File: src/contra_pkg.sv
// Shared types and memory map for the game glue logic.
// Imported by the bus interface, the decoder and every bus target.
`default_nettype none

package contra_pkg;

    localparam int ADDR_W = 16;
    localparam int DATA_W = 8;

    typedef logic [ADDR_W-1:0] addr_t;
    typedef logic [DATA_W-1:0] data_t;

    // Destination of one main CPU access
    typedef enum logic [2:0] {
        tgt_none,
        tgt_gfx1,
        tgt_gfx2,
        tgt_pal,
        tgt_snd_latch,
        tgt_vctrl
    } target_e;

    // Region bases, matched on the bits above each region's width
    localparam addr_t GFX1_BASE = 16'h2000;
    localparam addr_t GFX2_BASE = 16'h4000;
    localparam addr_t PAL_BASE  = 16'h0C00;

    // Single-address registers
    localparam addr_t SND_LATCH_ADDR = 16'h0800;
    localparam addr_t VBANK_ADDR     = 16'h0700;
    localparam addr_t PRIO_ADDR      = 16'h0701;

    // Open bus value
    localparam data_t UNMAPPED_DATA = 8'hFF;

endpackage

`default_nettype wire

File: src/cpu_bus_if.sv
// One main CPU access, from the bus decoder out to the RAMs and registers.
// The decoder drives it all; read data comes back on separate ports.
`timescale 1ns/10ps
`default_nettype none

interface cpu_bus_if;
    import contra_pkg::*;

    addr_t addr;
    data_t wdata;
    logic  we;

    // One strobe per target, high for the single access cycle
    logic  gfx1_sel;
    logic  gfx2_sel;
    logic  pal_sel;
    logic  snd_sel;
    logic  vctrl_sel;

    modport master (
        output addr, wdata, we,
        output gfx1_sel, gfx2_sel, pal_sel, snd_sel, vctrl_sel
    );

    modport target (
        input addr, wdata, we,
        input gfx1_sel, gfx2_sel, pal_sel, snd_sel, vctrl_sel
    );

endinterface

`default_nettype wire

File: src/video_control.sv
// Video bank and priority registers, readable by the main CPU.
// Also picks the debug view byte from the bank or a DIP switch bank.
`timescale 1ns/10ps
`default_nettype none

module video_control (
    input  logic              clk,
    input  logic              reset,
    cpu_bus_if.target         bus,
    output contra_pkg::data_t rd,
    input  logic [23:0]       dipsw,
    input  logic [1:0]        debug_sel,
    output contra_pkg::data_t video_bank,
    output logic              prio_latch,
    output contra_pkg::data_t debug_view
);
    import contra_pkg::*;

    data_t      dipsw_a;
    data_t      dipsw_b;
    logic [3:0] dipsw_c;
    logic       is_prio;

    assign dipsw_a = dipsw[7:0];
    assign dipsw_b = dipsw[15:8];
    assign dipsw_c = dipsw[23:20];
    assign is_prio = (bus.addr == PRIO_ADDR);

    always_ff @(posedge clk) begin
        if (reset) begin
            video_bank <= '0;
            prio_latch <= 1'b0;
        end else if (bus.vctrl_sel && bus.we) begin
            if (is_prio)
                prio_latch <= bus.wdata[0];
            else
                video_bank <= bus.wdata;
        end
    end

    // Read back path, same latency as the RAMs
    always_ff @(posedge clk) begin
        if (bus.vctrl_sel)
            rd <= is_prio ? {7'd0, prio_latch} : video_bank;
    end

    always_ff @(posedge clk) begin
        case (debug_sel)
            2'd0: debug_view <= video_bank;
            2'd1: debug_view <= dipsw_a;
            2'd2: debug_view <= dipsw_b;
            default: debug_view <= {4'd0, dipsw_c};
        endcase
    end

endmodule

`default_nettype wire

File: src/flat_wrapper.sv
// flat-port wrapper written by rule: the top's interface ports become plain ports
module video_control_flat import contra_pkg::*;
  (clk, reset, rd, dipsw, debug_sel, video_bank, prio_latch, debug_view, bus_addr, bus_wdata, bus_we, bus_gfx1_sel, bus_gfx2_sel, bus_pal_sel, bus_snd_sel, bus_vctrl_sel);
  cpu_bus_if bus_i ();
  input  logic clk;
  input  logic reset;
  output contra_pkg::data_t rd;
  input  logic [23:0] dipsw;
  input  logic [1:0] debug_sel;
  output contra_pkg::data_t video_bank;
  output logic prio_latch;
  output contra_pkg::data_t debug_view;
  input wire logic [$bits(bus_i.addr)-1:0] bus_addr;
  input wire logic [$bits(bus_i.wdata)-1:0] bus_wdata;
  input wire logic [$bits(bus_i.we)-1:0] bus_we;
  input wire logic [$bits(bus_i.gfx1_sel)-1:0] bus_gfx1_sel;
  input wire logic [$bits(bus_i.gfx2_sel)-1:0] bus_gfx2_sel;
  input wire logic [$bits(bus_i.pal_sel)-1:0] bus_pal_sel;
  input wire logic [$bits(bus_i.snd_sel)-1:0] bus_snd_sel;
  input wire logic [$bits(bus_i.vctrl_sel)-1:0] bus_vctrl_sel;
  assign bus_i.addr = bus_addr;
  assign bus_i.wdata = bus_wdata;
  assign bus_i.we = bus_we;
  assign bus_i.gfx1_sel = bus_gfx1_sel;
  assign bus_i.gfx2_sel = bus_gfx2_sel;
  assign bus_i.pal_sel = bus_pal_sel;
  assign bus_i.snd_sel = bus_snd_sel;
  assign bus_i.vctrl_sel = bus_vctrl_sel;
  video_control u_core (.clk(clk), .reset(reset), .bus(bus_i), .rd(rd), .dipsw(dipsw), .debug_sel(debug_sel), .video_bank(video_bank), .prio_latch(prio_latch), .debug_view(debug_view));
endmodule
File: config.mk
export PLATFORM = sky130hd
export DESIGN_NAME = video_control_flat
export DESIGN_NICKNAME = d
export VERILOG_FILES = /design/src/contra_pkg.sv /design/src/cpu_bus_if.sv /design/src/video_control.sv /design/src/flat_wrapper.sv
export SDC_FILE = /design/constraint.sdc
export NUM_CORES = 1
export LEC_CHECK = 0
export ABC_CLOCK_PERIOD_IN_PS = 1390
export BUFFER_PORTS_ARGS = -buffer_cell sky130_fd_sc_hd__buf_4
export CAP_MARGIN = 0
export CORE_ASPECT_RATIO = 1.25
export CORE_MARGIN = 2
export CORE_UTILIZATION = 39
export CTS_CLUSTER_DIAMETER = 80
export DETAILED_ROUTE_END_ITERATION = 10
export GPL_ROUTABILITY_DRIVEN = 0
export PLACE_DENSITY_LB_ADDON = 0.05
export REMOVE_ABC_BUFFERS = 1
export SYNTH_ARGS = -nofsm -noshare
export SYNTH_HDL_FRONTEND = slang
export SYNTH_SLANG_ARGS = --single-unit
File: constraint.sdc
create_clock -name clk -period 1.39 [get_ports clk]
set_input_delay 0.0695 -clock clk [delete_from_list [all_inputs] [get_ports clk]]
set_output_delay 0.0695 -clock clk [all_outputs]
set_load 0.005 [all_outputs]
======== Word-level counts from Yosys, hierarchy flattened ========
Cells that the tools add are included.
W data, S select, Z words.
cells by class
  eq/ne operators ......................... 3
  multiplexer cells ....................... 2
  bitwise logic cells ..................... 1
  reduce and logical (&&, ||, !) cells .... 4
operators with widths
  kind                    number
  $pmux W8 S3             1
  $eq A16 B11 Y1 const B  1
  $reduce_and A2 Y1       2
  $eq A2 B1 Y1 const B    1
  $eq A2 B2 Y1 const B    1
  $logic_not A2 Y1        1
  $logic_and A1 B1 Y1     1
  $mux W1                 1
  $not A1 Y1              1
storage, ports and cells
  register bits ........................... 25
  input bits .............................. 58
  output and inout port bits .............. 25
  logic and storage cells ................. 15

======== Depth between registers and ports, before layout ========
Gate-level depths: netlist of run 1.
  depth in word-level cells ............... 3
  mapped depth ............................ 4
  mapped depth without buffers ............ 4

======== Worst setup path before layout of run 1 ========
Ideal clock, no wire load.
  kind .................................... in2reg
  from .................................... in bus_addr[6]
  to ...................................... reg u_core.rd[0], data pin
  library setup time ...................... 260 ps
  arrival time ............................ 961 ps
  required time ........................... 1130 ps
  path slack .............................. 168 ps
  cell stages on the path ................. 3
  buffers on the path ..................... 0
  cells stage by stage .................... nor4bb_4 > nand4_4 > mux2_4
between the ends
  word-level cells in the longest chain between the ends .. 2
ends and longest elaborated chain
  element                 RTL line             source
  start: declaration      flat_wrapper.sv:13   input wire logic [$bits(bus_i.addr)-1:0] bus_addr;
  $eq A16 B11 Y1          video_control.sv:27  assign is_prio = (bus.addr == PRIO_ADDR);
  $mux W1                 video_control.sv:44  rd <= is_prio ? {7'd0, prio_latch} : video_bank;
  end signal: assignment  video_control.sv:44
  end: declaration        video_control.sv:10  output contra_pkg::data_t rd,
No other way between the ends.
A chain may end at the register's enable or synchronous reset.

======== Worst setup path in the final report of run 1 ========
  from .................................... reg u_core.video_bank[6]
  to ...................................... reg u_core.debug_view[6]
between the ends
  word-level cells in the longest chain between the ends .. 1
ends and longest elaborated chain
  element                   RTL line             source
  start: declaration        video_control.sv:13  output contra_pkg::data_t video_bank,
  start signal: assignment  video_control.sv:37  video_bank <= bus.wdata;
  $pmux W8 S3               video_control.sv:48  case (debug_sel)
  end signal: assignment    video_control.sv:49  2'd0: debug_view <= video_bank;
  end signal: assignment    video_control.sv:50  2'd1: debug_view <= dipsw_a;
  end signal: assignment    video_control.sv:51  2'd2: debug_view <= dipsw_b;
  end: declaration          video_control.sv:15  output contra_pkg::data_t debug_view
No other way between the ends.

==> metrics, run 1 <==
FF-to-FF path depth=3; Root Buffer=clkbuf_4; Seq/Total Area, Yosys=0.523; maxcap violations=0; Clock Power Share=0.218; Seq pwr share=0.556; Slew Limit Fails=0; Vias=977; f_max=818 MHz; ANT cells=0; layout cells sized above 1=0.546; Pwr per Cell Area=778 mW/mm²; yosys warns=0; H-tree levels=1; Post-Syn Area=0.00111 mm²; CP max FO=4; gr usage total=0.187; drt first-iter violations=7; Vias/cell=4.70; I/O Buffers=between 70 and 80; synth unique cells=21; Final nets=233; Clock transition at path regs=0.15 ns; Int Pwr=1130 µW; CP startpoint kind=flip-flop; Pleak=between 0.0008 and 0.0009 µW; Rel. slew slack=0.699; Clock Latency Late Sink=0.32 ns; CTS Buffer Depth=2; PnR worst setup slack=0.168 ns; routed length per instance=13.9 µm; Hold Violations, Final=0; core area=0.00271 mm²; switching share of power=0.233; Syn Area/Cell=approximately 14 µm²; Pre-antenna DRT Iters=3; Initial Util=0.411; Yosys reg bits=25; post-CTS sizing=0; setup TNS=0 ns; Final ANT Viol Nets=0; die area=0.00329 mm²; Setup Skew=0.0167 ns; Setup Viol. Count Final=0; initial antenna violation count=0; Die X=just over 50 µm; Worst Path Required=1.67 ns; first-pass GRT wire length=4.47 mm; Hold Crit Class=input pin to flip-flop; VDD IR max=0.527 mV; Final min period=1.22 ns; post-synthesis instance total=80; hold buffer count at CTS=14; CTS tree=built; vias in the first global route=941; drt drc=0; Comb power frac=0.225; NetSw=345 µW; CP Class=flip-flop to flip-flop; IO Count=83; TritonCTS Sinks=25; RSZ-0062 raised after global routing=false; gr ovfl total=0; Setup crit end kind=flip-flop; Fin Hold WS=0.0120 ns; Place WS=0.0191 ns; row count=21; Post-CTS Repair Setup Buffers=0; largest net degree at the start of global routing=15; period utilization=0.879; status=complete, no violations; Tightest Pin Transition=0.451 ns; Die Ht=approximately 64 µm; routed wire length=a little under 3 mm; area grow syn2layout=71.2%; TritonCTS buffer count=3; arrival time of the worst setup path=1.50 ns; WHS Path Cells=2
[layout make-up]
class	count	area [µm²]
Clock buffer	3	22.5
Timing Repair Buffer	93	733
Tap cell	34	42.5
Fill cell	190	805
Sequential cell	25	581
Inverter	1	3.75
Multi-Input combinational cell	51	514
Clock inverter	1	5.00
[cells in the final DEF (no fill, tap or decap), drive strengths merged]
master        n
nand2         5
nand4         1
buf          79
nor2          8
dfxtp        17
a41oi         1
inv           1
o41ai         1
clkinv        1
mux4          4
nor4bb        1
nor4          1
edfxtp        8
dlygate4sd3  14
o21ai         5
mux2          1
nor4b         2
mux2i        12
and2          7
clkbuf        3
nor2b         2
[final timing paths]
check	from	endpoint	slack, ns
max reg2reg	u_core.video_bank[6]	u_core.debug_view[6]	0.17
max	u_core.video_bank[6]	u_core.debug_view[6]	0.17
min	debug_sel[0]	u_core.debug_view[5]	0.01
min reg2reg	u_core.video_bank[3]	u_core.video_bank[3]	0.56
[critical path, stage by stage (launching register included)]
cell	delay, ns
dfxtp_1	0.40
mux2i_1	0.08
o21ai_0	0.14
dlygate4sd3_1	0.57
[routing by layer]
layer	up-vias	part of all wire	global-route usage
met1	459	0.36	0.201
li1	479	-	-
met3	2	0.048	0.0308
met2	37	0.59	0.356
met4	0	0.0066	0.0592
met5	-	0	0
[synth_stat cells, drive strengths merged]
cell,instances,area [µm²]
a41oi,1,27.5
and2,7,43.8
buf,2,8.75
clkbuf,1,3.75
dfxtp,17,340
edfxtp,8,240
inv,1,3.75
mux2,1,15.0
mux2i,12,120
mux4,4,90.1
nand2,5,18.8
nand4,1,21.3
nor2,8,30.0
nor2b,2,12.5
nor4,1,21.3
nor4b,2,47.6
nor4bb,1,25.0
o21ai,5,25.0
o41ai,1,16.3
[registers in the layout (all words and copies together) (netlist names)]
name               cells
u_core.debug_view      8
u_core.rd              8
u_core.prio_latch      1
u_core.video_bank      8
[metrics by stage]
stage	instances	cell area (µm²)	power, µW	util
final	208	1900	1480	0.703
after global routing	208	1900	1550	0.703
after CTS	208	1900	1500	0.703
after detailed placement	190	1730	1140	0.641
after global placement	190	1730	1130	0.641
after floorplan	77	1100	923	-
[power groups by stage]
stage          clock network (µW)  logic [µW]  registers (µW)
3_3_place_gp                    0         295             838
6_report                      323         333             823
3_5_place_dp                    0         304             840
4_1_cts                       338         336             824
2_1_floorplan                   0        82.1             841
5_1_grt                       358         359             829
[cells by family (layout without fill, tap and decap cells)]
group | Yosys count | in the layout | synth area share
buf+inv | 4 | 98 | 0.0146
simple gates | 27 | 27 | 0.198
flops | 25 | 25 | 0.523
compound gates | 7 | 7 | 0.0619
mux | 17 | 17 | 0.203
Power figures use the tool's default switching activity.
==> run 2: changes to the inputs <==
Settings changed: GPL_TIMING_DRIVEN set to 0.
==> metrics, run 2 (synthesized netlist as in run 1, its figures left out) <==
CP max FO=10; die area=between 0.003 and 0.004 mm²; TritonCTS Sinks=25; vias in the first global route=970; PnR worst setup slack=0.275 ns; commonest non-fill, non-tap cell in the layout=buf_4; Clock Power Share=0.215; Root Buffer=clkbuf_4; period utilization=0.802; crit-path cells=buf_4 > nor4_4 > nand4_4 > mux2_4; Vias=~930; NetSw=328 µW; I/O Buffers=74; Tightest Pin Transition=between 0.4 and 0.5 ns; Seq pwr share=0.565; Final nets=225; row count=21; Rel. slew slack=0.686; hpwl dp=2.07 mm; core area=0.00271 mm²; switching share of power=0.225; routed wire length=2.66 mm; initial antenna violation count=0; TritonCTS buffer count=3; setup TNS=0 ns; Place WS=-0.0772 ns; ANT cells=0; Setup Viol. Count Final=0; Post-CTS Repair Setup Buffers=0; arrival time of the worst setup path=about 1.2 ns; Hold Crit Class=input pin to flip-flop; largest net degree at the start of global routing=14; Hold Violations, Final=0; Vias/cell=4.65; CP startpoint kind=input pin; gr ovfl total=0; Final min period=1.12 ns; Clock Latency Late Sink=0.31 ns; Fin Hold WS=0.0109 ns; Comb power frac=0.220; Setup Skew=0.0108 ns; Pwr per Cell Area=794 mW/mm²; CP max stage cell=nor4_4; VDD IR max=0.692 mV; RSZ-0062 raised after global routing=false; Clock transition at path regs=0.13 ns; f_max=roughly 900 MHz; Die Ht=63.7 µm; Die X=51.7 µm; Worst Path Required=approximately 1.5 ns; drt first-iter violations=7; Pleak=0.000849 µW; CTS Buffer Depth=2; Slew Limit Fails=0; biggest regs=u_core.debug_view: 8 flops, u_core.rd: 8 flops, u_core.video_bank: 8 flops; routed length per instance=13.3 µm; layout cells sized above 1=0.536; status=complete, no violations; gr usage total=0.167; Initial Util=0.411; Setup crit end kind=flip-flop; H-tree levels=1; CP Class=input pin to flip-flop; first-pass GRT wire length=4.19 mm; IO Count=between 80 and 90; CP peak stage delay=0.41 ns; CTS tree=built; maxcap violations=0; drt drc=0; commonest non-fill, non-tap cells in the layout=74 x buf_4, 17 x dfxtp_1, 12 x mux2i_1; area grow syn2layout=65.0%; Final ANT Viol Nets=0; Pre-antenna DRT Iters=3; Int Pwr=1130 µW
[run 2: cell count changes in the layout (fill, tap and decap cells not counted)]
cell,previous run,this run
buf_4,79,74
clkbuf_1,0,1
dlygate4sd3_1,14,11
clkinv_2,1,0
[run 2: per-layer routing]
metal	global-route usage	vias to the layer above	wire length (µm)
met5	0	-	0
met4	0.0296	0	0
met3	0.0308	0	146
met2	0.319	37	1540
met1	0.188	426	971
li1	-	466	-
[run 2: path summary, 6_finish.rpt]
path | startpoint | to | slack (ns) | cells past startpoint
worst min-delay path | bus_wdata[1] | u_core.video_bank[1] | 0.01 | 3
worst min register to register | u_core.video_bank[3] | u_core.video_bank[3] | 0.56 | 2
worst max-delay path | bus_addr[14] | u_core.rd[0] | 0.27 | 4
worst max register to register | u_core.video_bank[1] | u_core.debug_view[1] | 0.48 | 1
[run 2: layout make-up]
cell class,count,area (µm²)
sequential,25,581
timing repair buffer,85,666
tap,34,42.5
clock buffer,4,26.3
fill,209,873
multi-input combinational,51,514
inverter,1,3.75
[run 2: critical path, delay by kind of cell]
| family | cells | cell delay [ns] |
|---|---|---|
| buffers and inverters | 1 | 0.12 |
| muxes | 1 | 0.34 |
| and+or+nand+nor | 2 | 0.65 |
[run 2: timing repair]
action / 4_1_cts / 5_1_grt
gates resized for setup: 0 / 0
hold endpoints to repair: 11 / 0
hold buffers: 11 / 0
[run 2: through the flow]
step                      power (µW)   util  instances  instance area, µm²
after global routing            1520  0.677        200                1830
after detailed placement        1140  0.627        185                1700
after global placement          1130  0.627        185                1700
after floorplan                  923      -         77                1100
after CTS                       1470  0.677        200                1830
final                           1460  0.677        200                1830
[run 2: power groups by stage]
stage	logic [µW]	clock network (µW)	registers [µW]
3_5_place_dp	298	0	840
4_1_cts	323	328	824
6_report	320	314	822
5_1_grt	345	346	828
2_1_floorplan	82.1	0	841
3_3_place_gp	291	0	838
==> run 3: changes to the inputs <==
Settings changed: ABC_AREA set to 1, ABC_CLOCK_PERIOD_IN_PS 1390 to 1100, CORE_UTILIZATION 39 to 41.
Clock period 1.39 ns to 1.1 ns, I/O delays scaled along.
==> metrics, run 3 <==
H-tree levels=1; biggest regs=u_core.debug_view: 8 flops, u_core.rd: 8 flops, u_core.video_bank: 8 flops; dominant cell by count in the synthesized netlist=nand2_1; vias in the first global route=1354; ys async rst share=0; Yosys reg bits=25; dominant cell type by area after synthesis=dfxtp_1; Final ANT Viol Nets=0; Rel. slew slack=0.658; gr usage total=0.209; ANT cells=0; Clock Latency Late Sink=0.31 ns; post-synth top area share=0.275; Syn Area/Cell=a little over 7 µm²; I/O Buffers=74; Post-synth EDFFs=8; Final min period=0.985 ns; maxcap violations=0; synth unique cells=17; Final nets=about 320; Place WS=-0.0151 ns; Clock transition at path regs=approximately 0.13 ns; area grow syn2layout=64.7%; Main synth FF type=dfxtp_1; M2 GR Usage=0.397; reg2reg start=u_core.video_bank[3]; CP top delay family=flip-flops; layout cells sized above 1=0.358; Vias/cell=4.61; Comb power frac=0.245; commonest non-fill, non-tap cell in the layout=buf_4; hpwl dp=between 2 and 2.5 mm; CP peak stage delay=0.46 ns; CP max FO=4; Int Pwr=between 1000 and 1500 µW; largest net degree at the start of global routing=19; IO Count=83; Root Buffer=clkbuf_4; TritonCTS Sinks=25; Slew Limit Fails=0; CP max stage cell=dfxtp_1; Critical path origin=u_core.video_bank[2]; CP startpoint kind=flip-flop; M3 GR Usage=0.0273; routed wire length=3.39 mm; post-synthesis instance total=170; Pleak=0.00102 µW; final core occ=0.698; Hold Violations, Final=0; Seq pwr share=0.549; drt drc=0; Die Ht=between 60 and 70 µm; die area=0.00347 mm²; switching share of power=0.246; first-pass GRT wire length=5.37 mm; VDD IR max=0.611 mV; Initial Util=0.424; NetSw=476 µW; WP buf/inv=1; f_max=just over 1000 MHz; arrival time of the worst setup path=0.93 ns; Pre-antenna DRT Iters=6; hold_sp=reset; crit-path cells=buf_4; commonest non-fill, non-tap cells in the layout=74 x buf_4, 48 x nand2_1, 34 x nor2_1; core area=a little under 0.003 mm²; Seq/Total Area, Yosys=0.470; gr ovfl total=0; Synth top cells by count=48 x nand2_1, 34 x nor2_1, 20 x inv_1; initial antenna violation count=0; Vias=about 1400; Fin Hold WS=0.00885 ns; row count=22; Setup crit end kind=output port; M1 GR Usage=0.203; yosys warns=0; CP Class=flip-flop to output port; Pwr per Cell Area=949 mW/mm²; period utilization=0.896; CTS tree=built; drt first-iter violations=31; TritonCTS buffer count=3; status=complete, no violations; Setup Skew=0.0123 ns; CTS Buffer Depth=2; Setup Viol. Count Final=0; RSZ-0062 raised after global routing=false; routed length per instance=11.2 µm; PnR worst setup slack=0.115 ns; Die X=roughly 53 µm; Tightest Pin Transition=0.512 ns; top post-synthesis cells by area=dfxtp_1 28%, edfxtp_1 19%, nand2_1 15%; Clock Power Share=0.206; Post-Syn Area=between 0.001 and 0.0015 mm²; Most Crowded Layer GR=met2; Worst Path Required=1.04 ns; Hold Crit Class=input pin to flip-flop; Post-CTS Repair Setup Buffers=0
==> run 3: cell count changes after synthesis, moves of 8 or more <==
cell | previous run | this run
a21oi_2 | 0 | 8
inv_1 | 1 | 20
mux2i_1 | 12 | 0
nand2_1 | 5 | 48
nand3_1 | 0 | 14
nor2_1 | 8 | 34
==> run 3: per-layer routing <==
layer | up-vias | share of wire
met5 | - | 0
met3 | 16 | 0.069
met2 | 66 | 0.51
met4 | 0 | 0.050
li1 | 717 | -
met1 | 590 | 0.37
==> run 3: repair_timing <==
item	in CTS	in global routing
endpoints found under the hold margin	8	0
gates resized for setup	0	0
hold buffers	20	0
==> run 3: power by group through the flow <==
stage | Combinational, µW | Clock (µW) | Sequential, µW
2_1_floorplan | 135 | 0 | 1080
3_3_place_gp | 407 | 0 | 1080
3_5_place_dp | 411 | 0 | 1080
4_1_cts | 469 | 406 | 1060
5_1_grt | 524 | 442 | 1070
6_report | 474 | 398 | 1060
==> run 3: worst paths after layout <==
| kind | endpoint | slack [ns] | cells after the start |
|---|---|---|---|
| worst max-delay path | video_bank[2] | 0.11 | 1 |
| worst min-delay path | u_core.video_bank[4] | 0.009 | 4 |
| worst max register to register | u_core.rd[3] | 0.32 | 2 |
| worst min register to register | u_core.video_bank[4] | 0.54 | 2 |
==> run 3: final cells by class <==
class                   count  area [µm²]
flip-flops and latches     25         581
clock buffers               4        26.3
multi-input cells         116         531
fillers                   270         882
well taps                  36        45.0
inverters                  26        97.6
repair buffers             94         756
==> run 3: logic make-up (layout without fill, tap and decap cells) <==
group	after synthesis	after routing	synth area share
flip-flops	25	25	0.470
AND/OR/NAND/NOR	107	107	0.365
buffers and inverters	29	124	0.101
AO/OA/AOI/OAI	9	9	0.0638
==> run 3: through the flow <==
step	instances	power (µW)	setup TNS (ns)	area (µm²)
after global routing	301	2030	0	2040
after global placement	277	1490	0	1810
after detailed placement	277	1490	-0.0151	1810
final	301	1930	0	2040
after floorplan	167	1220	0	1210
after CTS	301	1940	0	2040
